`config.mk`:
```
export PLATFORM = sky130hd
export DESIGN_NAME = load_store_unit
export DESIGN_NICKNAME = d
export VERILOG_FILES = /design/src/rtl/mem_pkg.sv /design/src/rtl/load_store_unit.sv
export SDC_FILE = /design/constraint.sdc
export NUM_CORES = 1
export LEC_CHECK = 0
export BUFFER_PORTS_ARGS = -buffer_cell sky130_fd_sc_hd__buf_2
export CELL_PAD_IN_SITES_DETAIL_PLACEMENT = 2
export CELL_PAD_IN_SITES_GLOBAL_PLACEMENT = 2
export CORE_AREA = 8 8 188 190
export DETAILED_ROUTE_END_ITERATION = 10
export DIE_AREA = 0 0 196 198
export GPL_ROUTABILITY_DRIVEN = 0
export MAX_ROUTING_LAYER = met4
export PLACE_DENSITY_LB_ADDON = 0.25
export SYNTH_ARGS = -nofsm -noshare
export SYNTH_HDL_FRONTEND = slang
export SYNTH_SLANG_ARGS = --single-unit
```
`constraint.sdc`:
```
create_clock -name clk_i -period 3.8 [get_ports clk_i]
set_clock_uncertainty 0.05 [all_clocks]
set_input_delay 0.38 -clock clk_i [delete_from_list [all_inputs] [get_ports clk_i]]
set_output_delay 0.38 -clock clk_i [all_outputs]
set_load 0.02 [all_outputs]
```
`src/rtl/mem_pkg.sv`:
```
package mem_pkg;

    // ************************************************************
    // bus and memory geometry
    // ************************************************************
    localparam int ADDR_W    = 32;
    localparam int DATA_W    = 64;
    localparam int STRB_W    = 8;
    localparam int INST_W    = 32;
    localparam int MEM_DEPTH = 256;

    // byte offset inside a bus word, and sram word index width
    localparam int OFF_W = $clog2(STRB_W);
    localparam int IDX_W = $clog2(MEM_DEPTH);

    typedef logic [ADDR_W-1:0] addr_t;
    typedef logic [DATA_W-1:0] data_t;
    typedef logic [STRB_W-1:0] strb_t;
    typedef logic [INST_W-1:0] inst_t;
    typedef logic [1:0]        resp_t;

    localparam resp_t RESP_OKAY = 2'b00;

    typedef enum logic [1:0] {
        SZ_BYTE  = 2'd0,
        SZ_HALF  = 2'd1,
        SZ_WORD  = 2'd2,
        SZ_DWORD = 2'd3
    } mem_size_e;

    // load/store request, store value sits in the low bytes of wdata
    typedef struct packed {
        logic      valid;
        logic      write;
        logic      is_unsigned;
        mem_size_e size;
        addr_t     addr;
        data_t     wdata;
    } lsu_req_t;

    // ************************************************************
    // valid/ready bus, master and slave halves
    // ************************************************************
    typedef struct packed {
        logic  ar_valid;
        addr_t ar_addr;
        logic  aw_valid;
        addr_t aw_addr;
        logic  w_valid;
        data_t w_data;
        strb_t w_strb;
        logic  r_ready;
        logic  b_ready;
    } bus_req_t;

    typedef struct packed {
        logic  ar_ready;
        logic  aw_ready;
        logic  w_ready;
        logic  r_valid;
        data_t r_data;
        resp_t r_resp;
        logic  b_valid;
        resp_t b_resp;
    } bus_rsp_t;

endpackage

```
`src/rtl/load_store_unit.sv`:
```
`timescale 1ns/1ps

module load_store_unit import mem_pkg::*; (
    input  logic     clk_i,
    input  logic     rst_n,
    input  lsu_req_t lsu_req_i,
    output logic     lsu_ready_o,
    output logic     lsu_done_o,
    output data_t    lsu_rdata_o,
    output bus_req_t bus_req_o,
    input  bus_rsp_t bus_rsp_i
);

    typedef enum logic [1:0] {
        L_IDLE,
        L_ADDR,
        L_RESP
    } lsu_state_e;

    lsu_state_e       state_q;
    lsu_req_t         req_q;
    logic             addr_fire;
    logic             resp_fire;
    logic [OFF_W-1:0] off;
    logic [OFF_W-1:0] align_mask;
    strb_t            size_strb;
    data_t            rshift;
    data_t            rdata_ext;
    logic             sext;

    assign lsu_ready_o = (state_q == L_IDLE);
    assign off         = req_q.addr[OFF_W-1:0];

    // aw and w complete together, the slave raises both readies at once
    assign addr_fire = (state_q == L_ADDR) &&
                       (req_q.write ? (bus_rsp_i.aw_ready && bus_rsp_i.w_ready)
                                    : bus_rsp_i.ar_ready);
    assign resp_fire = (state_q == L_RESP) &&
                       (req_q.write ? bus_rsp_i.b_valid : bus_rsp_i.r_valid);

    always_ff @(posedge clk_i) begin
        if (rst_n) begin
            state_q    <= L_IDLE;
            lsu_done_o <= 1'b0;
        end else begin
            lsu_done_o <= resp_fire;
            case (state_q)
                L_IDLE:  if (lsu_req_i.valid) state_q <= L_ADDR;
                L_ADDR:  if (addr_fire) state_q <= L_RESP;
                L_RESP:  if (resp_fire) state_q <= L_IDLE;
                default: state_q <= L_IDLE;
            endcase
        end
    end

    always_ff @(posedge clk_i) begin
        if (lsu_req_i.valid && lsu_ready_o) begin
            req_q <= lsu_req_i;
        end
        if (resp_fire && !req_q.write) begin
            lsu_rdata_o <= rdata_ext;
        end
    end

    // ************************************************************
    // size decode, strobes and load extension
    // ************************************************************
    always_comb begin
        case (req_q.size)
            SZ_BYTE: begin
                size_strb  = 8'h01;
                align_mask = 3'b000;
            end
            SZ_HALF: begin
                size_strb  = 8'h03;
                align_mask = 3'b001;
            end
            SZ_WORD: begin
                size_strb  = 8'h0f;
                align_mask = 3'b011;
            end
            default: begin
                size_strb  = 8'hff;
                align_mask = 3'b111;
            end
        endcase
    end

    // addressed bytes moved down to lane zero
    assign rshift = bus_rsp_i.r_data >> {off, 3'b000};

    always_comb begin
        case (req_q.size)
            SZ_BYTE: begin
                sext      = !req_q.is_unsigned && rshift[7];
                rdata_ext = {{(DATA_W-8){sext}}, rshift[7:0]};
            end
            SZ_HALF: begin
                sext      = !req_q.is_unsigned && rshift[15];
                rdata_ext = {{(DATA_W-16){sext}}, rshift[15:0]};
            end
            SZ_WORD: begin
                sext      = !req_q.is_unsigned && rshift[31];
                rdata_ext = {{(DATA_W-32){sext}}, rshift[31:0]};
            end
            default: begin
                sext      = 1'b0;
                rdata_ext = rshift;
            end
        endcase
    end

    always_comb begin
        bus_req_o          = '0;
        bus_req_o.ar_valid = (state_q == L_ADDR) && !req_q.write;
        bus_req_o.ar_addr  = {req_q.addr[ADDR_W-1:OFF_W], {OFF_W{1'b0}}};
        bus_req_o.aw_valid = (state_q == L_ADDR) && req_q.write;
        bus_req_o.aw_addr  = {req_q.addr[ADDR_W-1:OFF_W], {OFF_W{1'b0}}};
        bus_req_o.w_valid  = (state_q == L_ADDR) && req_q.write;
        // store data shifted into its byte lanes
        bus_req_o.w_data   = req_q.wdata << {off, 3'b000};
        bus_req_o.w_strb   = size_strb << off;
        bus_req_o.r_ready  = (state_q == L_RESP) && !req_q.write;
        bus_req_o.b_ready  = (state_q == L_RESP) && req_q.write;
    end

    a_addr_aligned: assert property (@(posedge clk_i) disable iff (rst_n)
        (state_q != L_IDLE) |-> ((off & align_mask) == '0));

endmodule

```
==> impl_metrics.json <==
{
  "routedWlPerCell_um": 25.1,
  "hold_buffers": 0,
  "dp_hpwl_um": 28700,
  "area_growth_pct": 24.2,
  "seq_power_share_pct": 43.5,
  "grt_max_degree": 60,
  "critPathCaptureType": "output pin",
  "drtAntennaViolNets": 0,
  "layout_commonest_cell": "buf_2",
  "clkPwrFrac_pct": 34.8,
  "via_count": 7656,
  "die_h_um": 198,
  "p_per_area_nw_per_um2": 415,
  "cts_setup_buffers": 0,
  "grt_pass1_wl_um": 55700,
  "setup_violations": 0,
  "drive_gt1_share_pct": 49.4,
  "fmax_mhz": 296,
  "vdd_ir_drop_max_mv": 0.256,
  "numCtsBuffers": 17,
  "rows": 66,
  "die_w_um": 196,
  "required_ps": 3370,
  "cap_violations": 0,
  "crit_arrival_ps": 2940,
  "synthCells": 790,
  "syn-mean-instance-area_um2": 12.5,
  "ys_warn_count": 0,
  "groute.usage.overall_pct": 19.6,
  "cp-endpoint": "bus_req_o[66]",
  "max_stage_delay_ps": 860,
  "start_util_pct": 30.5,
  "r2r_slack_ps": 940,
  "routed_wl_um": 37800,
  "finalHoldViolations": 0,
  "status": "complete, no violations",
  "tightest_slew_ps": 900,
  "io_buffers": 372,
  "worst-path-buf-inv": 3,
  "crit_chain": "buf_12, buf_4, mux2_2, nor2_1, a21oi_1, mux2_2, buf_2",
  "cpLargestDelayFamily": "flip-flops",
  "drc_errors": 0,
  "grt-ovfl-total": 0,
  "fp.coreArea_um2": 32200,
  "grt_pass1_vias": 8677,
  "ys_ff_latch": 167,
  "synthDistinctLibCells": 39,
  "hold_class": "input pin to register",
  "drtPass1Iterations": 4,
  "critPathSlowestCell": "edfxtp_1",
  "nNetsFinal": 1251,
  "viasPerCell": 5.09,
  "cts_max_level": 4,
  "setup_tns_ps": 0,
  "cellLeakagePower_nw": 5.16,
  "worstSetupPathType": "register to output pin",
  "slew_viol_final": 0,
  "cp_common_cell": "mux2_2",
  "antenna_found_initial": 10,
  "rsz0062_at_grt": "no",
  "comb_power_share_pct": 21.7,
  "regToRegStartpoint": "off[0]$_DFFE_PP_",
  "sw_frac_of_total_pct": 31.8,
  "p_switching_w": 0.00161,
  "startpoint": "off[0]$_DFFE_PP_",
  "cts_resized": 0,
  "clock_tree.root_cell": "clkbuf_16",
  "dieArea_um2": 38800,
  "cts.sinks": 167,
  "ys_seq_area_share_pct": 50.7,
  "syn_area_um2": 9840,
  "tritoncts": "yes",
  "final_cell_mix": "372 x buf_2, 164 x edfxtp_1, 74 x mux2i_1",
  "internal-power_w": 0.00346,
  "reg2regPathDepth": 6,
  "path_max_fanout": 54,
  "drt_iter0_drc": 318,
  "worstReg2RegEnd": "lsu_rdata_o[48]$_DFFE_PP_",
  "start_kind": "register",
  "clk_latency_ps": 440,
  "n_fill_cell": 3501,
  "cp.depth": 7,
  "period_needed_ps": 3370,
  "p_total_w": 0.00507,
  "ios": 383,
  "fin_crit_sh_pct": 88.8,
  "slew-limit-headroom_pct": 39.7,
  "path_clk_slew_ps": 80,
  "clockBufferDepth": 2
}
-- cell families (layout without fill, tap and decap cells) --
logic type / count (synthesis) / count (layout) / share of synthesized area [%]
and+or+nand+nor: 216 / 216 / 12.1
DFF: 167 / 167 / 50.7
muxes: 140 / 140 / 19.5
buffers and inverters: 138 / 431 / 8.97
AOI/OAI and AO/OA: 128 / 128 / 8.62
other: 1 / 15 / 0.0381
-- metrics by stage --
step	util (%)	setup slack, ps	area, um^2	hold WS (ps)	cells
CTS	37.9	402	12200	37.1	1496
floorplan	-	248	9860	385	795
global placement	36.1	910	11600	403	1464
global route	37.9	246	12200	33.2	1505
detailed placement	36.1	892	11600	435	1464
finish	37.9	426	12200	59.8	1505
-- routing by layer --
layer	global-route usage, %	routed length (um)
met2	34.0	19500
met4	6.49	930
met3	6.15	2650
met1	21.2	14700
met5	-	0
-- area by class of cell --
type | instances | area [um^2] | area share, %
well taps | 408 | 510 | 4.18
inverters | 4 | 15.0 | 0.123
clock inverters | 15 | 156 | 1.28
flip-flops and latches | 167 | 4980 | 40.8
clock buffers | 17 | 425 | 3.48
diodes | 9 | 22.5 | 0.184
repair buffers | 395 | 2100 | 17.2
multi-input cells | 490 | 4010 | 32.8
-- cells in the mapped netlist, drive strengths merged --
library cell,instances,area (um^2)
mux2,27,304
o2bb2ai,7,61.3
o211ai,9,103
clkbuf,24,90.1
a211oi,3,22.5
or2,2,12.5
and3,1,6.26
o2111ai,7,61.3
nand3,8,60.1
nand4,26,319
inv,4,15.0
conb,1,3.75
o21ai,43,215
dfxtp,3,60.1
mux4,39,878
a2bb2oi,7,61.3
and2,22,138
nor2,59,221
nand2b,7,43.8
a22o,3,26.3
mux2i,74,741
o22a,7,61.3
a22oi,4,30.0
o22ai,9,56.3
nand2,71,267
a21oi,28,140
nor3,6,30.0
edfxtp,164,4920
a221o,1,10.0
nor2b,12,75.1
buf,110,777
and3b,1,8.76
or4b,1,13.8
-- power by group through the flow --
stage / sequential [W] / combinational [W] / clock (W)
detailed placement: 0.00225 / 0.00111 / 0
floorplan: 0.00222 / 0.000761 / 0
global route: 0.00222 / 0.00119 / 0.00187
global placement: 0.00224 / 0.00109 / 0
finish: 0.00220 / 0.00110 / 0.00176
CTS: 0.00220 / 0.00112 / 0.00181
-- flip-flops by register name (all words and copies together) (netlist names) --
| register | cells |
|---|---|
| lsu_done_o | 1 |
| state_q | 2 |
| lsu_rdata_o | 64 |
| req_q | 68 |
| off | 3 |
| bus_req_o | 29 |
-- worst reg2reg max path: cells and delay by family (launching register included) --
kind            cells  cell delay [ps]
simple gates        1              240
flops               1              860
buf+inv             2              930
compound gates      3              510
-- how the worst min path moves through the flow --
stage | endpoint | slack, ps | from | cells past startpoint
CTS | req_q[1]$_DFFE_PP_ | 40 | lsu_req_i[1] | 1
detailed placement | state_q[0]$_SDFFE_PP0P_ | 430 | state_q[1]$_SDFFE_PP0P_ | 1
finish | req_q[1]$_DFFE_PP_ | 60 | lsu_req_i[1] | 1
floorplan | state_q[0]$_SDFFE_PP0P_ | 390 | state_q[1]$_SDFFE_PP0P_ | 1
global placement | state_q[0]$_SDFFE_PP0P_ | 400 | state_q[1]$_SDFFE_PP0P_ | 1
global route | bus_req_o[83]$_DFFE_PP_ | 30 | lsu_req_i[72] | 1
Note: power is estimated with default switching activity, not from simulation.
