`src/rtl/mem_pkg.sv`:
```
package mem_pkg;

    // ************************************************************
    // bus and memory geometry
    // ************************************************************
    localparam int ADDR_W    = 32;
    localparam int DATA_W    = 64;
    localparam int STRB_W    = 8;
    localparam int INST_W    = 32;
    localparam int MEM_DEPTH = 256;

    // byte offset inside a bus word, and sram word index width
    localparam int OFF_W = $clog2(STRB_W);
    localparam int IDX_W = $clog2(MEM_DEPTH);

    typedef logic [ADDR_W-1:0] addr_t;
    typedef logic [DATA_W-1:0] data_t;
    typedef logic [STRB_W-1:0] strb_t;
    typedef logic [INST_W-1:0] inst_t;
    typedef logic [1:0]        resp_t;

    localparam resp_t RESP_OKAY = 2'b00;

    typedef enum logic [1:0] {
        SZ_BYTE  = 2'd0,
        SZ_HALF  = 2'd1,
        SZ_WORD  = 2'd2,
        SZ_DWORD = 2'd3
    } mem_size_e;

    // load/store request, store value sits in the low bytes of wdata
    typedef struct packed {
        logic      valid;
        logic      write;
        logic      is_unsigned;
        mem_size_e size;
        addr_t     addr;
        data_t     wdata;
    } lsu_req_t;

    // ************************************************************
    // valid/ready bus, master and slave halves
    // ************************************************************
    typedef struct packed {
        logic  ar_valid;
        addr_t ar_addr;
        logic  aw_valid;
        addr_t aw_addr;
        logic  w_valid;
        data_t w_data;
        strb_t w_strb;
        logic  r_ready;
        logic  b_ready;
    } bus_req_t;

    typedef struct packed {
        logic  ar_ready;
        logic  aw_ready;
        logic  w_ready;
        logic  r_valid;
        data_t r_data;
        resp_t r_resp;
        logic  b_valid;
        resp_t b_resp;
    } bus_rsp_t;

endpackage

```
`src/rtl/fetch_unit.sv`:
```
`timescale 1ns/1ps

module fetch_unit import mem_pkg::*; (
    input  logic     clk_i,
    input  logic     rst_n,
    input  logic     fetch_valid_i,
    input  addr_t    fetch_pc_i,
    output logic     fetch_ready_o,
    output logic     fetch_done_o,
    output inst_t    fetch_inst_o,
    output bus_req_t bus_req_o,
    input  bus_rsp_t bus_rsp_i
);

    typedef enum logic [1:0] {
        F_IDLE,
        F_ADDR,
        F_DATA
    } fetch_state_e;

    fetch_state_e state_q;
    addr_t        pc_q;
    logic         r_fire;

    assign r_fire        = (state_q == F_DATA) && bus_rsp_i.r_valid;
    assign fetch_ready_o = (state_q == F_IDLE);

    always_ff @(posedge clk_i) begin
        if (rst_n) begin
            state_q      <= F_IDLE;
            fetch_done_o <= 1'b0;
        end else begin
            fetch_done_o <= r_fire;
            case (state_q)
                F_IDLE:  if (fetch_valid_i) state_q <= F_ADDR;
                F_ADDR:  if (bus_rsp_i.ar_ready) state_q <= F_DATA;
                F_DATA:  if (bus_rsp_i.r_valid) state_q <= F_IDLE;
                default: state_q <= F_IDLE;
            endcase
        end
    end

    // pc and the selected instruction half
    always_ff @(posedge clk_i) begin
        if (fetch_valid_i && fetch_ready_o) begin
            pc_q <= fetch_pc_i;
        end
        if (r_fire) begin
            fetch_inst_o <= pc_q[2] ? bus_rsp_i.r_data[DATA_W-1:INST_W]
                                    : bus_rsp_i.r_data[INST_W-1:0];
        end
    end

    // read only master, write channels stay quiet
    always_comb begin
        bus_req_o          = '0;
        bus_req_o.ar_valid = (state_q == F_ADDR);
        bus_req_o.ar_addr  = {pc_q[ADDR_W-1:OFF_W], {OFF_W{1'b0}}};
        bus_req_o.r_ready  = (state_q == F_DATA);
    end

    a_pc_aligned: assert property (@(posedge clk_i) disable iff (rst_n)
        (state_q != F_IDLE) |-> (pc_q[1:0] == 2'b00));

endmodule

```
`config.mk`:
```
export PLATFORM = sky130hd
export DESIGN_NAME = fetch_unit
export DESIGN_NICKNAME = d
export VERILOG_FILES = /design/src/rtl/mem_pkg.sv /design/src/rtl/fetch_unit.sv
export SDC_FILE = /design/constraint.sdc
export NUM_CORES = 1
export LEC_CHECK = 0
export ABC_AREA = 0
export BUFFER_PORTS_ARGS = -buffer_cell sky130_fd_sc_hd__buf_4
export CAP_MARGIN = 20
export CORE_AREA = 2 2 108 110
export CTS_BUF_LIST = sky130_fd_sc_hd__clkbuf_4 sky130_fd_sc_hd__clkbuf_8
export CTS_CLUSTER_DIAMETER = 150
export DETAILED_ROUTE_END_ITERATION = 6
export DIE_AREA = 0 0 110 112
export GPL_ROUTABILITY_DRIVEN = 0
export PLACE_DENSITY = 0.74
export SETUP_SLACK_MARGIN = 0.1
export SYNTH_ARGS = -nofsm -noshare
export SYNTH_HDL_FRONTEND = slang
export SYNTH_SLANG_ARGS = --single-unit
```
`constraint.sdc`:
```
create_clock -name clk_i -period 2.2 [get_ports clk_i]
set_input_delay 0.11 -clock clk_i [delete_from_list [all_inputs] [get_ports clk_i]]
set_output_delay 0.11 -clock clk_i [all_outputs]
set_load 0.02 [all_outputs]
```
==> qor.csv, run 1 <==
metric,value,unit
vdd_drop_max,0.000267,V
clock_latency,0.34,ns
final_common_cell,buf_4,
detail_route.vias_per_cell,3.64,
leakage,2.29,nW
rsz0062_at_grt,false,
cts_sinks,65,
dp_hpwl,5.49,mm
die_y,112,um
layout_common_cells,"buf_4 (166), conb_1 (110), edfxtp_1 (62)",
syn_to_final_growth,34.7,%
dr.pass1.iters,4,
synth_top_area_cell,edfxtp_1,
port_buffers,163,
ys_seq_area_share,53.6,%
wl,6.97,mm
setup-tns-final,0,ns
power_density,642,nW/um^2
clk_path_buf_depth,2,
drive_above_1_share,49.4,%
synth-simple-area-share,1.50,%
yosysTopAreaCellShare,51.9,%
wire_per_inst,12.1,um
synth_area_leaders,"edfxtp_1 (52%), buf_4 (29%), mux2_4 (13%), buf_12 (1.7%), dfxtp_1 (1.7%)",
synthMuxAreaShare,13.2,%
rr_startpoint,pc_q[2],
first_iter_violations,31,
h-tree-depth,3,
max_slew_margin,63.3,%
reg2reg_depth,2,
reg2reg_slack,0.77,ns
ant_nets,0,
initial_core_util,32.1,%
remaining_drc_errors,0,
fin_crit_sh,64.8,%
min_path_type,primary input to flop,
crit_start,pc_q[2],
synth_top_family_by_area,buffers and inverters,
setup_viol,0,
clockRootBuffer,clkbuf_8,
status,"complete, no violations",
place_area,4310,um^2
grt_max_degree,34,
min_period,1.43,ns
slew_viol_final,0,
path_clk_slew,0.07,ns
cts_tree,done,
synth_fa_ha_area_share,0,%
worst_slew_pin_slew,0.550,ns
nFillCells,1033,
vias,2098,
r2r-end,fetch_inst_o[27],
grt_remaining_overflow,0,
netlist_instances,253,
grt.total_usage,11.0,%
ys_warn_count,0,
die_area,12300,um^2
grt_pass1_wl,9.87,mm
crit_end,fetch_inst_o[27],
worstSetupPathType,flop to flop,
ios,283,
drv_cap,0,
hold_viol_final,0,
ys_ff_latch,65,
die_w,110,um
core.rowCount,39,
end_kind,flop,
synthXorXnorAreaFrac,0,%
core,11200,um^2
cts_buffers,9,
max_freq,0.701,GHz
design_area,4830,um^2
synth.distinct_cells,16,
cp.arrival,1.51,ns
ctsResizeCount,0,
skew,0.0110,ns
antenna_cells,0,
cp.required,2.28,ns
antenna_found_initial,0,
fin_nets,536,
synth_compound_area_share,0.488,%
synth.avg_cell_area,14.2,um^2
syn_area,3590,um^2
crit_fanout,32,
critPathLaunchType,flop,
grt_pass1_vias,1982,
registers in the layout, summed over array words and instances, names as in the netlist:
name	count
fetch_done_o	1
pc_q	30
state_q	2
fetch_inst_o	32
synth_stat cells:
library cell and number:
a211oi_1 1, a32o_1 1, nor2b_1 2, and3b_1 1, mux2_4 30, inv_1 1, nor2_1 2, and2_1 2
buf_12 3, dfxtp_1 3, buf_4 139, conb_1 1, edfxtp_1 62, nand2b_1 2, buf_6 1, mux2_2 2
metrics by stage:
stage | worst slack (ns) | cells | power, mW | hold WS [ns] | utilization (%)
floorplan | 0.336 | 362 | 2.02 | 0.183 | -
global placement | 0.788 | 528 | 2.04 | 0.289 | 38.6
detailed placement | 0.769 | 528 | 2.05 | 0.290 | 38.6
CTS | 0.767 | 576 | 3.16 | 0.0365 | 43.3
global route | 0.697 | 576 | 3.25 | 0.0356 | 43.3
finish | 0.773 | 576 | 3.10 | 0.0638 | 43.3
per-layer routing:
| metal | routed length (um) | global-route usage, % |
|---|---|---|
| met5 | 0 | 0 |
| met3 | 886 | 5.44 |
| met1 | 2360 | 11.1 |
| met2 | 3590 | 18.4 |
| met4 | 139 | 5.82 |
critical path, stage by stage (launching register included):
cell,delay (ns)
edfxtp_1,0.32
buf_4,0.46
mux2_2,0.39
power by group:
| group | switching [mW] | internal, mW | leakage [nW] |
|---|---|---|---|
| sequential | 0.0158 | 1.42 | 0.600 |
| clock | 0.431 | 0.607 | 0.110 |
| combinational | 0.343 | 0.284 | 1.58 |
| total | 0.790 | 2.31 | 2.29 |
repair_timing:
item | in CTS | in global routing
buffers inserted | 0 | 0
hold buffers | 32 | 0
endpoints found under the hold margin | 32 | 0
area by class of cell:
type	instances	area, um^2	area share [%]
clock buffer	13	166	3.44
tap	143	179	3.70
multi-input combinational	153	957	19.8
sequential	65	1920	39.8
clock inverter	3	40.0	0.828
inverter	1	3.75	0.0776
timing repair buffer	198	1570	32.4
logic make-up (layout without fill, tap and decap cells):
| kind of cell | after synthesis | after routing |
|---|---|---|
| buffers and inverters | 144 | 215 |
| other | 1 | 110 |
| AO/OA/AOI/OAI | 2 | 2 |
| flip-flops | 65 | 65 |
| multiplexers | 32 | 32 |
| AND/OR/NAND/NOR | 9 | 9 |
worst min-delay path by stage:
stage          depth (start not counted)      startpoint               to
2_1_floorplan                          1           rst_n       state_q[0]
3_3_place_gp                           1  fetch_pc_i[11]         pc_q[11]
3_5_place_dp                           1   fetch_pc_i[5]          pc_q[5]
4_1_cts                                2   bus_rsp_i[13]  fetch_inst_o[8]
5_1_grt                                2   bus_rsp_i[45]  fetch_inst_o[8]
6_report                               3   fetch_valid_i       state_q[0]
No activity file was read; power rests on OpenSTA's default activity.
==> run 2, diff against run 1 <==
==> constraint.sdc (replaced) <==
create_clock -name clk_i -period 1.5 [get_ports clk_i]
set_input_delay 0.075 -clock clk_i [delete_from_list [all_inputs] [get_ports clk_i]]
set_output_delay 0.075 -clock clk_i [all_outputs]
set_load 0.02 [all_outputs]
==> qor.csv, run 2 (synthesis results as in run 1) <==
metric,value,unit,change
skew,0.00662,ns,-0.00434 ns
final_common_cell,buf_4,,
worstSetupPathType,primary input to flop,,
cts_buffers,9,,unchanged
grt_max_degree,34,,unchanged
ios,283,,unchanged
drive_above_1_share,49.2,%,-0.22 points
wire_per_inst,12.6,um,+3.9%
clock_latency,0.34,ns,about the same
rsz0062_at_grt,false,,
layout_common_cells,"buf_4 (163), conb_1 (110), edfxtp_1 (62)",,
critPathLaunchType,primary input,,
reg_top3,"fetch_inst_o (32), pc_q (30), state_q (2)",,
vdd_drop_max,0.000385,V,+44%
nFillCells,1037,,+0.39%
grt_pass1_vias,2037,,+2.8%
dp_hpwl,5.46,mm,-0.57%
remaining_drc_errors,0,,unchanged
cts_tree,done,,
grt_remaining_overflow,0,,unchanged
min_period,1.40,ns,
combPwrFrac,20.0,%,-0.2 points
leakage,2.31,nW,+1.0%
fin_nets,540,,+0.75%
power_density,954,nW/um^2,+49%
fin_crit_sh,93.7,%,
port_buffers,163,,unchanged
hold_viol_final,0,,unchanged
die_area,12300,um^2,unchanged
placedCellCount,527,,-0.19%
p_sw,1.24,mW,+57%
drv_cap,0,,unchanged
final_cells,580,,+0.69%
h-tree-depth,3,,unchanged
core.rowCount,39,,unchanged
grt_pass1_wl,10.4,mm,+4.9%
largest_reg_flops,32,,unchanged
cp.arrival,1.69,ns,+0.18 ns
setup-tns-final,0,ns,unchanged
dr.pass1.iters,3,,-1
clkPwrFrac,35.1,%,+1.6 points
antenna_found_initial,0,,unchanged
post-cts-setup-buffer-count,0,,unchanged
vias,2097,,-0.048%
grt.total_usage,11.7,%,+0.69 points
die_y,112,um,unchanged
slew_viol_final,0,,unchanged
clk_path_buf_depth,2,,unchanged
regMostFlops,fetch_inst_o,,
cts_sinks,65,,unchanged
die_w,110,um,unchanged
wl,7.29,mm,+4.6%
setup_viol,0,,unchanged
initial_core_util,32.1,%,unchanged
max_freq,0.712,GHz,
pwr-share-seq,44.9,%,-1.4 points
crit_fanout,2,,-94%
p_int,3.45,mW,+49%
switching_share,26.5,%,+1.0 points
min_path_type,primary input to flop,,
detail_route.vias_per_cell,3.62,,-0.74%
ant_nets,0,,unchanged
end_kind,flop,,
path_clk_slew,0.08,ns,about the same
syn_to_final_growth,37.1,%,
core,11200,um^2,unchanged
cp.required,1.78,ns,-0.50 ns
clockRootBuffer,clkbuf_8,,
antenna_cells,0,,unchanged
first_iter_violations,40,,+29%
status,"complete, no violations",,
run 2: cell count changes in the layout (fill, tap and decap cells not counted), moves of 2 or more:
| cell | previous run | this run |
|---|---|---|
| buf_12 | 0 | 2 |
| clkbuf_8 | 11 | 9 |
| buf_4 | 166 | 163 |
| clkbuf_4 | 2 | 0 |
| dlygate4sd3_1 | 32 | 37 |
run 2: stage by stage:
stage	utilization [%]	power [mW]	setup WS (ns)	instance area (um^2)	hold slack [ns]
2_1_floorplan	-	2.97	0.103	4000	0.148
3_3_place_gp	38.7	2.99	0.231	4330	0.254
3_5_place_dp	38.7	3.01	0.197	4330	0.255
4_1_cts	44.0	4.76	0.165	4920	0.000454
5_1_grt	44.0	4.90	0.114	4920	0.00197
6_report	44.0	4.69	0.0951	4920	0.0291
run 2: layout make-up:
cell class	count	area [um^2]	area share [%]
Multi-Input combinational cell	153	961	19.5
Inverter	1	3.75	0.0763
Tap cell	143	179	3.64
Clock inverter	7	93.8	1.91
Timing Repair Buffer	202	1630	33.2
Clock buffer	9	124	2.52
Sequential cell	65	1920	39.1
run 2: timing repair:
item	in CTS	in global routing
resized for setup	0	1
hold endpoints to repair	35	0
endpoints found under the setup margin	0	1
hold buffers	37	0
run 2: final timing paths:
path / from / end / slack, ns / cells past startpoint
worst min register to register: state_q[0] / state_q[1] / 0.69 / 2
worst min-delay path: bus_rsp_i[44] / fetch_inst_o[7] / 0.03 / 2
worst max-delay path: bus_rsp_i[72] / state_q[0] / 0.1 / 5
worst max register to register: state_q[0] / state_q[0] / 0.14 / 3
run 2: power by group through the flow:
stage,sequential [mW],clock [mW],combinational [mW]
2_1_floorplan,2.16,0,0.813
3_3_place_gp,2.15,0,0.843
3_5_place_dp,2.15,0,0.860
4_1_cts,2.11,1.71,0.940
5_1_grt,2.11,1.78,1.01
6_report,2.11,1.65,0.939
run 2: per-layer routing:
layer / wire [um] / up-vias / global-route usage [%]
li1: - / 969 / -
met1: 2310 / 957 / 11.0
met2: 3820 / 162 / 20.1
met3: 1050 / 9 / 6.26
met4: 113 / 0 / 6.08
met5: 0 / - / 0
run 2: worst max-delay path: stages:
cell	delay, ns
dlygate4sd3_1	0.56
buf_4	0.15
nand2b_1	0.13
a211oi_1	0.20
dlygate4sd3_1	0.57
