### config.mk
export PLATFORM = sky130hd
export DESIGN_NAME = bus_arbiter
export DESIGN_NICKNAME = d
export VERILOG_FILES = /design/src/rtl/mem_pkg.sv /design/src/rtl/bus_arbiter.sv
export SDC_FILE = /design/constraint.sdc
export NUM_CORES = 1
export LEC_CHECK = 0
export BUFFER_PORTS_ARGS = -buffer_cell sky130_fd_sc_hd__buf_4
export CAP_MARGIN = 30
export CORE_AREA = 8 8 243 245
export CTS_CLUSTER_DIAMETER = 150
export CTS_CLUSTER_SIZE = 10
export DETAILED_ROUTE_END_ITERATION = 10
export DIE_AREA = 0 0 251 253
export GPL_TIMING_DRIVEN = 0
export HOLD_SLACK_MARGIN = 0.12
export SKIP_CTS_REPAIR_TIMING = 1
export SYNTH_ARGS = -nofsm -noshare
export SYNTH_HDL_FRONTEND = slang
export SYNTH_SLANG_ARGS = --single-unit
### constraint.sdc
create_clock -name clk_i -period 4.65 [get_ports clk_i]
set_input_delay 0.93 -clock clk_i [delete_from_list [all_inputs] [get_ports clk_i]]
set_output_delay 0.93 -clock clk_i [all_outputs]
set_load 0.02 [all_outputs]
### src/rtl/mem_pkg.sv
package mem_pkg;

    // ************************************************************
    // bus and memory geometry
    // ************************************************************
    localparam int ADDR_W    = 32;
    localparam int DATA_W    = 64;
    localparam int STRB_W    = 8;
    localparam int INST_W    = 32;
    localparam int MEM_DEPTH = 256;

    // byte offset inside a bus word, and sram word index width
    localparam int OFF_W = $clog2(STRB_W);
    localparam int IDX_W = $clog2(MEM_DEPTH);

    typedef logic [ADDR_W-1:0] addr_t;
    typedef logic [DATA_W-1:0] data_t;
    typedef logic [STRB_W-1:0] strb_t;
    typedef logic [INST_W-1:0] inst_t;
    typedef logic [1:0]        resp_t;

    localparam resp_t RESP_OKAY = 2'b00;

    typedef enum logic [1:0] {
        SZ_BYTE  = 2'd0,
        SZ_HALF  = 2'd1,
        SZ_WORD  = 2'd2,
        SZ_DWORD = 2'd3
    } mem_size_e;

    // load/store request, store value sits in the low bytes of wdata
    typedef struct packed {
        logic      valid;
        logic      write;
        logic      is_unsigned;
        mem_size_e size;
        addr_t     addr;
        data_t     wdata;
    } lsu_req_t;

    // ************************************************************
    // valid/ready bus, master and slave halves
    // ************************************************************
    typedef struct packed {
        logic  ar_valid;
        addr_t ar_addr;
        logic  aw_valid;
        addr_t aw_addr;
        logic  w_valid;
        data_t w_data;
        strb_t w_strb;
        logic  r_ready;
        logic  b_ready;
    } bus_req_t;

    typedef struct packed {
        logic  ar_ready;
        logic  aw_ready;
        logic  w_ready;
        logic  r_valid;
        data_t r_data;
        resp_t r_resp;
        logic  b_valid;
        resp_t b_resp;
    } bus_rsp_t;

endpackage

### src/rtl/bus_arbiter.sv
`timescale 1ns/1ps

module bus_arbiter import mem_pkg::*; (
    input  logic     clk_i,
    input  logic     rst_n,
    input  bus_req_t lsu_req_i,
    output bus_rsp_t lsu_rsp_o,
    input  bus_req_t fetch_req_i,
    output bus_rsp_t fetch_rsp_o,
    output bus_req_t mem_req_o,
    input  bus_rsp_t mem_rsp_i
);

    typedef enum logic [1:0] {
        G_IDLE,
        G_LSU,
        G_FETCH
    } grant_e;

    grant_e grant_q;
    grant_e sel;
    logic   lsu_want;
    logic   fetch_want;
    logic   end_fire;

    assign lsu_want   = lsu_req_i.ar_valid || lsu_req_i.aw_valid;
    assign fetch_want = fetch_req_i.ar_valid;

    // ************************************************************
    // grant selection
    // ************************************************************
    // data traffic wins over instruction reads when both ask
    always_comb begin
        sel = grant_q;
        if (grant_q == G_IDLE) begin
            if (lsu_want) begin
                sel = G_LSU;
            end else if (fetch_want) begin
                sel = G_FETCH;
            end
        end
    end

    // grant released once the response handshake completes
    assign end_fire = (mem_rsp_i.r_valid && mem_req_o.r_ready) ||
                      (mem_rsp_i.b_valid && mem_req_o.b_ready);

    always_ff @(posedge clk_i) begin
        if (rst_n) begin
            grant_q <= G_IDLE;
        end else if (end_fire) begin
            grant_q <= G_IDLE;
        end else begin
            grant_q <= sel;
        end
    end

    // ************************************************************
    // request and response steering
    // ************************************************************
    always_comb begin
        mem_req_o   = '0;
        lsu_rsp_o   = '0;
        fetch_rsp_o = '0;
        case (sel)
            G_LSU: begin
                mem_req_o = lsu_req_i;
                lsu_rsp_o = mem_rsp_i;
            end
            G_FETCH: begin
                mem_req_o   = fetch_req_i;
                fetch_rsp_o = mem_rsp_i;
            end
            default: begin
                mem_req_o = '0;
            end
        endcase
    end

    // fetch side never writes
    a_fetch_no_write: assert property (@(posedge clk_i) disable iff (rst_n)
        (sel == G_FETCH) |-> !mem_req_o.aw_valid);

endmodule

==> flow_summary.yaml, run 1 <==
grt:
  overflow: 0
  first_global_vias: 7022
  groute.usage.overall: 0.101
  antenna_found_initial: 7
  pin_count_of_the_biggest_net_entering_global_routing: 11
  grt_first_pass_wirelength_um: 47200
route:
  drt-wirelength-per-cell_um: 19.2
  route.antenna.remaining_nets: 0
  vias_per_cell: 3.48
  drtIter0Drc: 387
  drt_first_pass_iters: 5
  routed_wirelength_um: 35800
  via_count: 6495
  drc_violations_left: 0
synth:
  synth_top_cells_by_area: "sky130_fd_sc_hd__a22oi_1 35%, sky130_fd_sc_hd__and2_1 31%, sky130_fd_sc_hd__nor2_1 18%, sky130_fd_sc_hd__buf_2 3.8%, sky130_fd_sc_hd__buf_6 3.0%"
  post_synthesis_cell_area_mm2: 0.00299
  synth_fp_nets: 866
  netlist_instances: 507
  synthDominantCellAreaShare: 0.351
  yosysWarnings: 0
  sequential_area_share_after_synthesis: 0.0134
  ys_seq_elements: 2
  distinct_cell_type_count_after_synthesis: 18
  post_synth.cell_area_avg_um2: 5.91
  post-synth-top-area-cell: "sky130_fd_sc_hd__a22oi_1"
pwr:
  power_density_mw_per_mm2: 199
  p_leak_nw: 4.71
  totalPowerFinal_w: 0.00175
  irDropWorstVdd_mv: 0.144
sta:
  min_period_over_period: 0.922
  finalHoldViolCount: 0
  setup_viol: 0
  clock-skew-final_ns: 0.00189
  slew_violations: 0
  worst_pin_slew_ns: 0.648
  fmax_mhz: 233
  max_slew_margin: 0.568
  finalSetupTns_ns: 0
  grt_setup_unrepaired: "no"
  timing.final.crit_period_ns: 4.29
clock_tree:
  cts-root-to-sink-buffers: 2
  cts_made_buffers: 3
  clk-insertion-delay-late_ns: 0.22
  cts_sinks: 2
  clk_root_buffer_cell: "sky130_fd_sc_hd__clkbuf_16"
  tritoncts_clock_tree: "built"
  cts_htree_levels: 1
  clk_pin_slew_worst_paths_ns: 0.03
hold_path:
  hold_path_end: "grant_q[1]"
  hold_path.class: "reg2reg"
  worst_hold_path.num_cells: 2
  holdCritStartpoint: "grant_q[1]"
die:
  fp-row-count: 87
  dieArea_mm2: 0.0635
  fp.dieH_um: 253
  initial_core_util: 0.0539
  die_x_um: 251
  core_mm2: 0.0555
  floorplan.io_pins: 644
placement:
  placedCellCount: 1863
  placed_cell_area_mm2: 0.00873
  place_congestion: 0.944
  io_buffer_count: 643
  dp_hpwl_um: 32000
layout:
  share_of_layout_cells_above_drive_strength_1: 0.598
  leading_registers_by_flop_count: "grant_q x2"
  multi_input_area_mm2: 0.00258
  final_core_util: 0.159
  final_standard_cell_area_without_fillers_mm2: 0.00880
  seq_area_um2: 40.0
  fillers: 6437
  top_register: "grant_q"
  areaGrowthSynthToFinish_pct: 194
  finish.net_count: 1515
  largest_register_ffs: 2
  antenna_cells_inserted: 0
  instances_no_fill: 1866
critical_path:
  crit_top_cell: "sky130_fd_sc_hd__buf_4"
  critical_path.cell_chain: "buf_4 -> nor2_1 -> a31oi_1 -> inv_1 -> ha_1 -> buf_4 -> buf_2 -> clkbuf_1 -> nor2_1 -> buf_4"
  reg2reg_depth: 7
  rr_startpoint: "grant_q[0]"
  slowest_stage_cell_crit_path: "sky130_fd_sc_hd__clkbuf_1"
  cp.required_ns: 3.72
  critical_path.reg2reg.endpoint: "grant_q[0]"
  top_delay_family_on_crit_path: "buffers and inverters"
  timing.critical_path.buf_inv: 6
  crit_arrival_ns: 3.36
  critPathLaunchType: "primary input"
  cp-startpoint: "lsu_req_i[107]"
  worstPathMaxFanout: 10
  reg2reg_setup_slack_ns: 2.98
  critical-path-max-stage-delay_ns: 0.46
  path_class: "in2out"
  setup.worst_path.end_class: "output pin"
job:
  cap_violations: 0
outcome:
  run_status: "completed"
==> cell usage after synthesis <==
cell and n:
sky130_fd_sc_hd__nor3_1 2, sky130_fd_sc_hd__buf_1 2, sky130_fd_sc_hd__buf_2 23, sky130_fd_sc_hd__and2_1 146, sky130_fd_sc_hd__nor2_1 142, sky130_fd_sc_hd__clkbuf_2 4
sky130_fd_sc_hd__inv_1 4, sky130_fd_sc_hd__o21a_1 1, sky130_fd_sc_hd__o32ai_1 1, sky130_fd_sc_hd__ha_1 2, sky130_fd_sc_hd__buf_6 8, sky130_fd_sc_hd__a22oi_4 1
sky130_fd_sc_hd__buf_4 6, sky130_fd_sc_hd__a31oi_1 1, sky130_fd_sc_hd__a22oi_1 140, sky130_fd_sc_hd__dfxtp_1 2, sky130_fd_sc_hd__nand2b_1 1, sky130_fd_sc_hd__clkbuf_1 21
==> kinds of logic (layout without fill, tap and decap cells) <==
kind of cell,Yosys count,count (layout),share of synthesized area
buffers and inverters,68,715,0.124
adders and majority gates,2,2,0.00836
and+or+nand+nor,291,291,0.489
DFF,2,2,0.0134
AOI/OAI and AO/OA,144,144,0.366
==> through the flow <==
step / hold WS, ns / worst slack [ns]
CTS: 0.591 / 0.0947
global route: 0.655 / 0.0497
detailed placement: 0.581 / 0.0686
floorplan: 0.546 / 1.39
finish: 0.594 / 0.361
global placement: 0.592 / 0.0287
==> placed cells by master, fill, tap and decap left out <==
master / synthesis / layout
sky130_fd_sc_hd__buf_6: 8 / 8
sky130_fd_sc_hd__clkbuf_16: 0 / 3
sky130_fd_sc_hd__buf_8: 0 / 1
sky130_fd_sc_hd__ha_1: 2 / 2
sky130_fd_sc_hd__clkbuf_2: 4 / 5
sky130_fd_sc_hd__nor2_1: 142 / 142
sky130_fd_sc_hd__buf_4: 6 / 649
sky130_fd_sc_hd__buf_1: 2 / 1
sky130_fd_sc_hd__clkbuf_1: 21 / 21
sky130_fd_sc_hd__and2_1: 146 / 146
sky130_fd_sc_hd__a22oi_4: 1 / 1
sky130_fd_sc_hd__a31oi_1: 1 / 1
sky130_fd_sc_hd__o21a_1: 1 / 1
sky130_fd_sc_hd__nand2b_1: 1 / 1
sky130_fd_sc_hd__o32ai_1: 1 / 1
sky130_fd_sc_hd__buf_2: 23 / 23
sky130_fd_sc_hd__dfxtp_1: 2 / 2
sky130_fd_sc_hd__inv_1: 4 / 4
sky130_fd_sc_hd__nor3_1: 2 / 2
sky130_fd_sc_hd__a22oi_1: 140 / 140
==> report_power, final <==
group           total, W  internal, W  switching, W
registers      0.0000193    0.0000189   0.000000467
clock network   0.000128     0.000109     0.0000188
logic            0.00160     0.000694      0.000907
total            0.00175     0.000822      0.000927
==> area by class of cell <==
class	instances	share of cell area
Timing Repair Buffer	644	0.550
Multi-Input combinational cell	437	0.293
Tap cell	712	0.101
Buffer	64	0.0406
Clock buffer	3	0.00853
Sequential cell	2	0.00455
Inverter	4	0.00171
==> worst max path at each step <==
stage                     end  slack [ns]  depth (start not counted)
2_1_floorplan  mem_req_o[100]        1.39                          8
3_3_place_gp     mem_req_o[2]        0.03                          9
3_5_place_dp   mem_req_o[135]        0.07                         10
4_1_cts        mem_req_o[135]        0.09                         10
5_1_grt         mem_req_o[49]        0.05                         10
6_report        mem_req_o[49]        0.36                         10
==> worst reg2reg max path: stages, from the launching register on <==
cell	delay, ns
sky130_fd_sc_hd__dfxtp_1	0.30
sky130_fd_sc_hd__inv_1	0.04
sky130_fd_sc_hd__a31oi_1	0.24
sky130_fd_sc_hd__inv_1	0.08
sky130_fd_sc_hd__ha_1	0.27
sky130_fd_sc_hd__buf_4	0.18
sky130_fd_sc_hd__o32ai_1	0.36
sky130_fd_sc_hd__nor3_1	0.08
==> metal layers <==
metal	part of all wire	wire length, µm	vias up	global-route usage
met2	0.46	16600	490	0.172
met4	0.032	1140	4	0.0343
met5	0.00070	25	-	0
li1	-	-	3051	-
met3	0.11	3780	43	0.0338
met1	0.40	14200	2907	0.118
No activity file was read; power rests on OpenSTA's default activity.
==> inputs of run 2 (changes only) <==
--- a/config.mk
+++ b/config.mk
@@ -7,11 +7,11 @@
 export LEC_CHECK = 0
 export BUFFER_PORTS_ARGS = -buffer_cell sky130_fd_sc_hd__buf_4
 export CAP_MARGIN = 30
-export CORE_AREA = 8 8 243 245
+export CORE_AREA = 8 8 246 248
 export CTS_CLUSTER_DIAMETER = 150
 export CTS_CLUSTER_SIZE = 10
 export DETAILED_ROUTE_END_ITERATION = 10
-export DIE_AREA = 0 0 251 253
+export DIE_AREA = 0 0 254 256
 export GPL_TIMING_DRIVEN = 0
 export HOLD_SLACK_MARGIN = 0.12
 export SKIP_CTS_REPAIR_TIMING = 1
==> constraint.sdc (replaced) <==
create_clock -name clk_i -period 4 [get_ports clk_i]
set_input_delay 0.8 -clock clk_i [delete_from_list [all_inputs] [get_ports clk_i]]
set_output_delay 0.8 -clock clk_i [all_outputs]
set_load 0.02 [all_outputs]
==> run 2 against run 1 <==
Effect of this change: non-clock buffer count unchanged; sequential share of layout area about the same; power increased by 17%; largest power group unchanged.
==> flow_summary.yaml, run 2 (same netlist as run 1, synthesis figures left out) <==
outcome:
  run_status: "completed"
grt:
  overflow: 0
  grt_first_pass_wirelength_um: 46500
  first_global_vias: 7053
  antenna_found_initial: 3
  pin_count_of_the_biggest_net_entering_global_routing: 11
  groute.usage.overall: 0.0958
die:
  dieArea_mm2: 0.0650
  core_mm2: 0.0568
  die_x_um: 254
  floorplan.io_pins: 644
  fp-row-count: 88
  initial_core_util: 0.0527
  fp.dieH_um: 256
placement:
  place_congestion: 0.887
  placedCellCount: 1916
  io_buffer_count: 643
  dp_hpwl_um: 31100
  dpl_worst_slack_ns: -0.0808
  placed_cell_area_mm2: 0.00881
route:
  drtIter0Drc: 431
  route.antenna.remaining_nets: 0
  drt_first_pass_iters: 5
  via_count: 6495
  drt-wirelength-per-cell_um: 18.1
  vias_per_cell: 3.38
  routed_wirelength_um: 34800
  drc_violations_left: 0
sta:
  clock-skew-final_ns: 0.00107
  worst_pin_slew_ns: 0.942
  finalHoldViolCount: 0
  setup_slack_ns: 0.178
  fmax_mhz: 262
  timing.final.crit_period_ns: 3.82
  slew_violations: 0
  max_slew_margin: 0.372
  setup_viol: 0
  grt_setup_unrepaired: "no"
  min_period_over_period: 0.955
layout:
  leading_registers_by_flop_count: "grant_q x2"
  share_of_layout_cells_above_drive_strength_1: 0.603
  layout.cells.most_common: "sky130_fd_sc_hd__buf_4"
  final_core_util: 0.157
  commonest_non_fill_non_tap_cells_in_the_layout: "649 x sky130_fd_sc_hd__buf_4, 146 x sky130_fd_sc_hd__and2_1, 141 x sky130_fd_sc_hd__nor2_1"
  final_standard_cell_area_without_fillers_mm2: 0.00890
  finish.net_count: 1515
  areaGrowthSynthToFinish_pct: 197
  top_register: "grant_q"
  largest_register_ffs: 2
  instances_no_fill: 1921
clock_tree:
  clk_root_buffer_cell: "sky130_fd_sc_hd__clkbuf_16"
  cts_made_buffers: 3
  clk_pin_slew_worst_paths_ns: 0.03
  cts-root-to-sink-buffers: 2
  cts_sinks: 2
  tritoncts_clock_tree: "built"
  cts_htree_levels: 1
  clk-insertion-delay-late_ns: 0.22
job:
  cap_violations: 0
critical_path:
  crit_arrival_ns: 3.02
  critPathLaunchType: "primary input"
  setup.worst_path.end_class: "output pin"
  path_class: "in2out"
  cp.required_ns: 3.20
  worstPathMaxFanout: 10
pwr:
  p_leak_nw: 4.73
  power_density_mw_per_mm2: 230
  irDropWorstVdd_mv: 0.0899
hold_path:
  hold_path.class: "reg2reg"
==> run 2: power by group <==
group	internal [W]	switching (W)	total (W)	leakage, nW
Combinational	0.000814	0.00106	0.00188	4.67
Clock	0.000127	0.0000220	0.000149	0.0370
Sequential	0.0000219	0.000000531	0.0000225	0.0165
Total	0.000963	0.00108	0.00205	4.73
==> run 2: final cells by class <==
type                            instances  area, µm²
Fill cell                            6624      47900
Antenna cell                            2       5.00
Multi-Input combinational cell        437       2590
Buffer                                 64        363
Tap cell                              765        957
Clock buffer                            3       75.1
Inverter                                4       15.0
Sequential cell                         2       40.0
Timing Repair Buffer                  644       4850
==> run 2: path summary, 6_finish.rpt <==
path                                     start      endpoint  slack [ns]  depth (start not counted)
worst min register to register      grant_q[1]    grant_q[0]        0.61                          2
worst min-delay path                grant_q[1]    grant_q[0]        0.61                          2
worst max-delay path            lsu_req_i[107]  mem_req_o[9]        0.18                          9
worst max register to register      grant_q[0]    grant_q[1]        1.97                          7
==> run 2: worst max-delay path, cell delays in order <==
cell	delay, ns
sky130_fd_sc_hd__buf_4	0.10
sky130_fd_sc_hd__nor2_2	0.06
sky130_fd_sc_hd__a31oi_1	0.29
sky130_fd_sc_hd__inv_1	0.08
sky130_fd_sc_hd__ha_1	0.28
sky130_fd_sc_hd__buf_4	0.21
sky130_fd_sc_hd__clkbuf_1	0.73
sky130_fd_sc_hd__nor2_1	0.22
sky130_fd_sc_hd__buf_4	0.23
==> run 2: metrics by stage <==
step	TNS, ns	hold slack, ns	power, W
after floorplan	0	0.546	0.000884
after global placement	-0.523	0.570	0.00190
after detailed placement	-0.150	0.593	0.00191
after CTS	-0.243	0.606	0.00207
after global routing	0	0.658	0.00218
final	0	0.606	0.00205
==> run 2: routing by layer <==
layer  vias to the layer above  share of wire  GRT usage
li1                       3054              -          -
met4                         0          0.015     0.0168
met2                       459           0.50      0.180
met3                        22           0.11     0.0323
met1                      2960           0.37      0.103
met5                         -              0          0
